<file path="config.mk">
export PLATFORM = sky130hd
export DESIGN_NAME = dcache_ctrl
export DESIGN_NICKNAME = d
export VERILOG_FILES = /design/src/source/dcache_addr_pkg.sv /design/src/source/dcache_ctrl_pkg.sv /design/src/source/dcache_ctrl.sv
export VERILOG_INCLUDE_DIRS = /design/src /design/src/include
export SDC_FILE = /design/constraint.sdc
export NUM_CORES = 1
export LEC_CHECK = 0
export ABC_CLOCK_PERIOD_IN_PS = 3200
export BUFFER_PORTS_ARGS = -buffer_cell sky130_fd_sc_hd__buf_2
export CORE_AREA = 2 2 148 150
export DETAILED_ROUTE_END_ITERATION = 8
export DIE_AREA = 0 0 150 152
export PLACE_DENSITY_LB_ADDON = 0.25
export SETUP_SLACK_MARGIN = 0.15
export SLEW_MARGIN = 0
export SYNTH_ARGS = -nofsm -noshare
export SYNTH_HDL_FRONTEND = slang
export SYNTH_SLANG_ARGS = --single-unit
</file>
<file path="constraint.sdc">
create_clock -name clk -period 3.2 [get_ports clk]
set_clock_uncertainty 0.1 [all_clocks]
set_input_delay 0.64 -clock clk [delete_from_list [all_inputs] [get_ports clk]]
set_output_delay 0.64 -clock clk [all_outputs]
set_load 0.005 [all_outputs]
</file>
<file path="src/include/dcache_params.svh">
`ifndef DCACHE_PARAMS_SVH
`define DCACHE_PARAMS_SVH

// Address split is tag, index, word select, then two byte bits
`define DC_ADDR_W      32
`define DC_TAG_W       20
`define DC_INDEX_W     7
`define DC_WORD_SEL_W  3

// Geometry
`define DC_WAYS        2
`define DC_SETS        128
`define DC_LINE_WORDS  8

`endif

</file>
<file path="src/source/dcache_addr_pkg.sv">
`include "dcache_params.svh"

package dcache_addr_pkg;

   typedef logic [`DC_ADDR_W-1:0]     addr_t;
   typedef logic [`DC_TAG_W-1:0]      tag_t;
   typedef logic [`DC_INDEX_W-1:0]    index_t;
   typedef logic [`DC_WORD_SEL_W-1:0] word_sel_t;
   typedef logic [31:0]               word_t;
   typedef logic [3:0]                byte_en_t;
   typedef logic [`DC_WAYS-1:0]       way_oh_t;

   function automatic tag_t addr_tag(addr_t addr);
      return addr[`DC_ADDR_W-1 -: `DC_TAG_W];
   endfunction

   function automatic index_t addr_index(addr_t addr);
      return addr[`DC_WORD_SEL_W+2 +: `DC_INDEX_W];
   endfunction

   function automatic word_sel_t addr_word(addr_t addr);
      return addr[2 +: `DC_WORD_SEL_W];
   endfunction

   // First byte of a line, where every burst starts
   function automatic addr_t line_addr(tag_t tag, index_t index);
      return {tag, index, {(`DC_WORD_SEL_W + 2){1'b0}}};
   endfunction

endpackage

</file>
<file path="src/source/dcache_ctrl_pkg.sv">
package dcache_ctrl_pkg;

   import dcache_addr_pkg::*;

   // One tag RAM entry; valid and dirty sit in flops beside it
   typedef struct packed {
      tag_t tag;
   } tag_entry_t;

   typedef enum logic [2:0] {
      IDLE,
      LOOKUP,
      WB_ADDR,
      WB_DATA,
      WB_RESP,
      FILL_ADDR,
      FILL_DATA
   } ctrl_state_t;

endpackage

</file>
<file path="src/source/dcache_ctrl.sv">
`include "dcache_params.svh"

module dcache_ctrl (
   input  logic                       clk,
   input  logic                       reset,
   // CPU
   input  logic                       i_req_valid,
   input  logic                       i_req_write,
   input  dcache_addr_pkg::addr_t     i_req_addr,
   input  dcache_addr_pkg::word_t     i_req_wdata,
   input  dcache_addr_pkg::byte_en_t  i_req_byte_en,
   output logic                       o_req_ready,
   output logic                       o_resp_valid,
   output dcache_addr_pkg::word_t     o_resp_rdata,
   // Memory
   output logic                       o_ar_valid,
   input  logic                       i_ar_ready,
   output dcache_addr_pkg::addr_t     o_ar_addr,
   input  logic                       i_r_valid,
   output logic                       o_r_ready,
   input  dcache_addr_pkg::word_t     i_r_data,
   input  logic                       i_r_last,
   output logic                       o_aw_valid,
   input  logic                       i_aw_ready,
   output dcache_addr_pkg::addr_t     o_aw_addr,
   output logic                       o_w_valid,
   input  logic                       i_w_ready,
   output dcache_addr_pkg::word_t     o_w_data,
   output logic                       o_w_last,
   input  logic                       i_b_valid,
   output logic                       o_b_ready,
   // Tag and data stores
   output dcache_addr_pkg::index_t    o_lookup_index,
   output dcache_addr_pkg::tag_t      o_lookup_tag,
   input  dcache_addr_pkg::way_oh_t   i_hit_way,
   input  dcache_addr_pkg::way_oh_t   i_victim_way,
   input  logic                       i_victim_dirty,
   input  dcache_addr_pkg::tag_t      i_victim_tag,
   input  dcache_addr_pkg::word_t     i_store_rdata,
   output logic                       o_touch,
   output dcache_addr_pkg::way_oh_t   o_touch_way,
   output logic                       o_set_dirty,
   output logic                       o_fill,
   output dcache_addr_pkg::way_oh_t   o_data_way,
   output dcache_addr_pkg::word_sel_t o_word_sel,
   output logic                       o_data_we,
   output dcache_addr_pkg::byte_en_t  o_byte_en,
   output dcache_addr_pkg::word_t     o_data_wdata
);

   import dcache_addr_pkg::*;
   import dcache_ctrl_pkg::*;

   ctrl_state_t state;
   word_sel_t   beat;
   logic        fill_done;
   logic        req_write;
   addr_t       req_addr;
   word_t       req_wdata;
   byte_en_t    req_byte_en;
   logic        hit;
   logic        w_fire;
   logic        r_fire;

   assign hit    = |i_hit_way;
   assign w_fire = o_w_valid && i_w_ready;
   assign r_fire = o_r_ready && i_r_valid;

   //////////////////////////////////////////////////
   // CPU and memory ports

   assign o_req_ready  = state == IDLE;
   assign o_resp_valid = state == LOOKUP && hit;
   assign o_resp_rdata = i_store_rdata;

   // Victim tag and LRU hold still while the set is not written
   assign o_aw_valid = state == WB_ADDR;
   assign o_aw_addr  = line_addr(i_victim_tag, addr_index(req_addr));
   assign o_w_valid  = state == WB_DATA;
   assign o_w_data   = i_store_rdata;
   assign o_w_last   = beat == word_sel_t'(`DC_LINE_WORDS - 1);
   assign o_b_ready  = state == WB_RESP;
   assign o_ar_valid = state == FILL_ADDR;
   assign o_ar_addr  = line_addr(addr_tag(req_addr), addr_index(req_addr));
   assign o_r_ready  = state == FILL_DATA && !fill_done;

   //////////////////////////////////////////////////
   // Store commands

   // In IDLE the stores read ahead with the incoming address
   assign o_lookup_index = (state == IDLE) ? addr_index(i_req_addr) : addr_index(req_addr);
   assign o_lookup_tag   = (state == IDLE) ? addr_tag(i_req_addr) : addr_tag(req_addr);

   assign o_touch      = o_resp_valid;
   assign o_touch_way  = i_hit_way;
   assign o_set_dirty  = o_resp_valid && req_write;
   assign o_fill       = r_fire && i_r_last;
   assign o_data_way   = (state == LOOKUP) ? i_hit_way : i_victim_way;
   assign o_data_we    = o_set_dirty || r_fire;
   assign o_byte_en    = (state == LOOKUP) ? req_byte_en : '1;
   assign o_data_wdata = (state == LOOKUP) ? req_wdata : i_r_data;

   always_comb begin
      case (state)
         IDLE:      o_word_sel = addr_word(i_req_addr);
         LOOKUP:    o_word_sel = addr_word(req_addr);
         // Next word is fetched only as the current one leaves
         WB_DATA:   o_word_sel = beat + word_sel_t'(w_fire);
         // Spare cycle after the last beat reads the requested word back
         FILL_DATA: o_word_sel = fill_done ? addr_word(req_addr) : beat;
         default:   o_word_sel = beat;
      endcase
   end

   //////////////////////////////////////////////////
   // Request register and FSM

   always_ff @(posedge clk) begin
      if (o_req_ready && i_req_valid) begin
         req_write   <= i_req_write;
         req_addr    <= i_req_addr;
         req_wdata   <= i_req_wdata;
         req_byte_en <= i_req_byte_en;
      end
   end

   always_ff @(posedge clk) begin
      if (reset) begin
         state     <= IDLE;
         beat      <= '0;
         fill_done <= 1'b0;
      end else begin
         case (state)
            IDLE: begin
               if (i_req_valid) begin
                  state <= LOOKUP;
               end
            end
            LOOKUP: begin
               beat <= '0;
               if (hit) begin
                  state <= IDLE;
               end else if (i_victim_dirty) begin
                  state <= WB_ADDR;
               end else begin
                  state <= FILL_ADDR;
               end
            end
            WB_ADDR: begin
               if (i_aw_ready) begin
                  state <= WB_DATA;
               end
            end
            WB_DATA: begin
               if (w_fire) begin
                  beat <= beat + 1'b1;
                  if (o_w_last) begin
                     state <= WB_RESP;
                  end
               end
            end
            WB_RESP: begin
               if (i_b_valid) begin
                  state <= FILL_ADDR;
               end
            end
            FILL_ADDR: begin
               if (i_ar_ready) begin
                  state <= FILL_DATA;
               end
            end
            FILL_DATA: begin
               if (fill_done) begin
                  fill_done <= 1'b0;
                  state     <= LOOKUP;
               end else if (r_fire) begin
                  beat      <= beat + 1'b1;
                  fill_done <= i_r_last;
               end
            end
            default: state <= IDLE;
         endcase
      end
   end

   assert property (@(posedge clk) disable iff (reset)
      o_ar_valid && !i_ar_ready |=> o_ar_valid);
   assert property (@(posedge clk) disable iff (reset)
      o_aw_valid && !i_aw_ready |=> o_aw_valid);
   assert property (@(posedge clk) disable iff (reset)
      state inside {IDLE, LOOKUP, WB_ADDR, WB_DATA, WB_RESP, FILL_ADDR, FILL_DATA});

endmodule

</file>
==> summary.txt <==
Clock network
  • Sink Count: between 70 and 80
  • Clock Latency Late Sink: ~340 ps
  • CTS Buffer Depth: 2
  • TritonCTS clock tree: built
  • Post-CTS Hold Fix Bufs: 0
  • Reg clk slew, reported paths: ~70 ps
  • Root Buffer: clkbuf_16
  • Post-CTS Resized: 0
  • CTS Buf Count: 9
  • Post-CTS Setup Bufs: 0
  • H-tree levels: 3

Floorplan
  • Die X-Extent: about 150 µm
  • Die H: 152 µm
  • Ports: around 380
  • Starting density of the core: between 20% and 30%
  • Core Rows: 54
  • Core footprint: about 0.021 mm²
  • Total Die Area: roughly 0.023 mm²

STA
  • RSZ-0062 raised after global routing: false
  • Final setup violation count: 0
  • Slew Viols, Final: 0
  • Total Negative Setup Slacks: 0 ps
  • Crit share post-route: around nine tenths
  • Tmin final: 2833 ps
  • Fmax: roughly 0.35 GHz
  • Fin worst setup slack: roughly 370 ps
  • Fin. Hold Viols: 0

Route
  • Detail Route Antenna Nets: 0
  • Vias per cell: a little under 4
  • Total number of vias: 3,023
  • Wire per inst: roughly 16 µm
  • Iter 0 DRT Violations: 90
  • WL final: between 10 and 15 mm
  • TritonRoute pass-1 iters: 4
  • DRC: 0

Cells and area
  • Most frequent cells in the layout: buf_2 (228), edfxtp_1 (67), mux2_2 (62)
  • Synthesis-to-finish area growth: 17.68%
  • Layout cells sized above 1: roughly 67%
  • Most common cell after layout, fill and taps aside: buf_2
  • Fin cells: approximately 760
  • Seq. cell area: approximately 0.0022 mm²
  • Fin area: between 0.005 and 0.006 mm²
  • Layout Utilization: between 20% and 30%
  • Fillcell total: around 2,300
  • Final #Nets: ~650
  • Multi-input gate area: around 0.0013 mm²

Power and ir drop
  • Leakage: 2.308 nW
  • PD cells: 790.2 mW/mm²
  • Sw Share: approximately 33%
  • Combinational power share: between 40% and 50%
  • VDD IR max: 0.3431 mV
  • P_int: 2.786 mW
  • Flop pwr share: between 30% and 40%
  • Psw: between 1 and 1.5 mW
  • Clock share of power: roughly a quarter

Yosys
  • Number of synthesized flops with an enable pin: between 60 and 70
  • Yosys top cell area share: 44.70%
  • Top cells by area, synth: edfxtp_1 (45%), buf_4 (23%), mux2_2 (16%)
  • Post-Synthesis Cells: around 370
  • Post-synth top area cell: edfxtp_1
  • Syn Area/Cell: approximately 12 µm²
  • Synth cell types: between 40 and 50
  • Post-synthesis sequential area ratio: between 40 and 50%
  • Synth Flop Type: edfxtp_1
  • Asr flop ratio synth: 0%
  • Seq cells post-synth: 74
  • Netlist Area Pre-Place: about 0.0045 mm²
  • YS warnings: 0

Critical path
  • Critical path class: reg2out
  • Arrival time worst endpoint: between 2000 and 2500 ps
  • Worst Setup Start Kind: flip-flop
  • Critical path capture point type: output port
  • CP required: about 2500 ps
  • CP Max Fanout: 32
  • Critical path origin: state[0]
  • R2r startpoint: state[0]

Global route
  • First-pass GRT wire length: roughly 18 mm
  • Total gr overflow: 0
  • Initial antenna violation count: 3
  • GRT Util Overall: around a tenth
  • Number of global-route vias before repair: approximately 3,200
  • Largest net degree at the start of global routing: 40

Status
  • Status: completed

Placement
  • Placement Setup Slack: around 590 ps
  • Post-DP Area: between 0.005 and 0.006 mm²
  • Hpwl dp: between 9 and 10 mm
  • Placed cells: between 700 and 800
  • Routability cong.: 0.7387
  • PortBufs: about 230

Job
  • Max-Cap Viols: 0

Worst hold path
  • Hold WC Path Type: in2reg
  • Worst hold start: i_req_wdata[4]
[cell families after synthesis]
group | share of synthesized area, %
compound gates | 3.614
xor+xnor | 0.1946
fa+ha+maj | 1.112
buf+inv | 24.60
flops | 47.82
mux | 16.65
other cells | 0.08332
simple gates | 5.922
[power by group through the flow]
stage	Combinational [mW]	Clock [mW]	Sequential (mW)
floorplan	1.32	0	1.44
global placement	1.81	0	1.45
detailed placement	1.81	0	1.45
CTS	1.82	1.05	1.43
global route	1.95	1.08	1.45
finish	1.76	0.994	1.43
[layer usage]
layer,track usage (%),share of wire [%],wire (µm),up-vias
met5,0,0.22,27,-
met4,4.717,2.7,324,4
met3,4.895,13,1528,36
met2,17.94,50,6103,223
met1,10.12,34,4162,1393
li1,-,-,-,1367
[registers in the layout, summed over array words and instances (netlist names)]
name,count
beat,3
req_byte_en,4
req_write,1
state,3
req_wdata,32
fill_done,1
req_addr,30
[metrics by stage]
step / hold WS, ps / power, mW
floorplan: 405.0 / 2.752
global placement: 454.2 / 3.255
detailed placement: 465.0 / 3.258
CTS: 340.4 / 4.299
global route: 338.1 / 4.481
finish: 360.2 / 4.185
[final cells by class]
type                    instances  share of cell area (%)
repair buffers                235                   23.01
well taps                     280                   6.615
clock buffers                   9                   4.252
inverters                       2                  0.1417
clock inverters                 7                   1.087
diodes                          1                 0.04725
multi-input cells             153                   24.21
flip-flops and latches         74                   40.63
[final timing paths]
| path | endpoint | slack [ps] | depth (start not counted) |
|---|---|---|---|
| setup / recovery | o_data_wdata[7] | 370 | 4 |
| hold / removal | req_wdata[4] | 360 | 1 |
| setup reg to reg | req_wdata[19] | 1000 | 5 |
| hold reg to reg | beat[2] | 480 | 2 |
[cells in the mapped netlist, drive strengths merged (2+ instances only)]
library cell and number:
buf 143, mux2 63, or2 4, o21a 2
clkbuf 3, a21oi 7, inv 2, ha 4
nor2b 3, o21ai 5, a32oi 3, nand2 4
mux2i 4, nor2 10, nand2b 6, dfxtp 7
and2 4, and3 6, nor3 4, edfxtp 67
[critical path, stage by stage, from the launching register on]
cell and delay, ps:
dfxtp_1 360, or3b_2 660, buf_12 250, mux2_1 320, buf_2 130
Note: power is estimated with default switching activity, not from simulation.
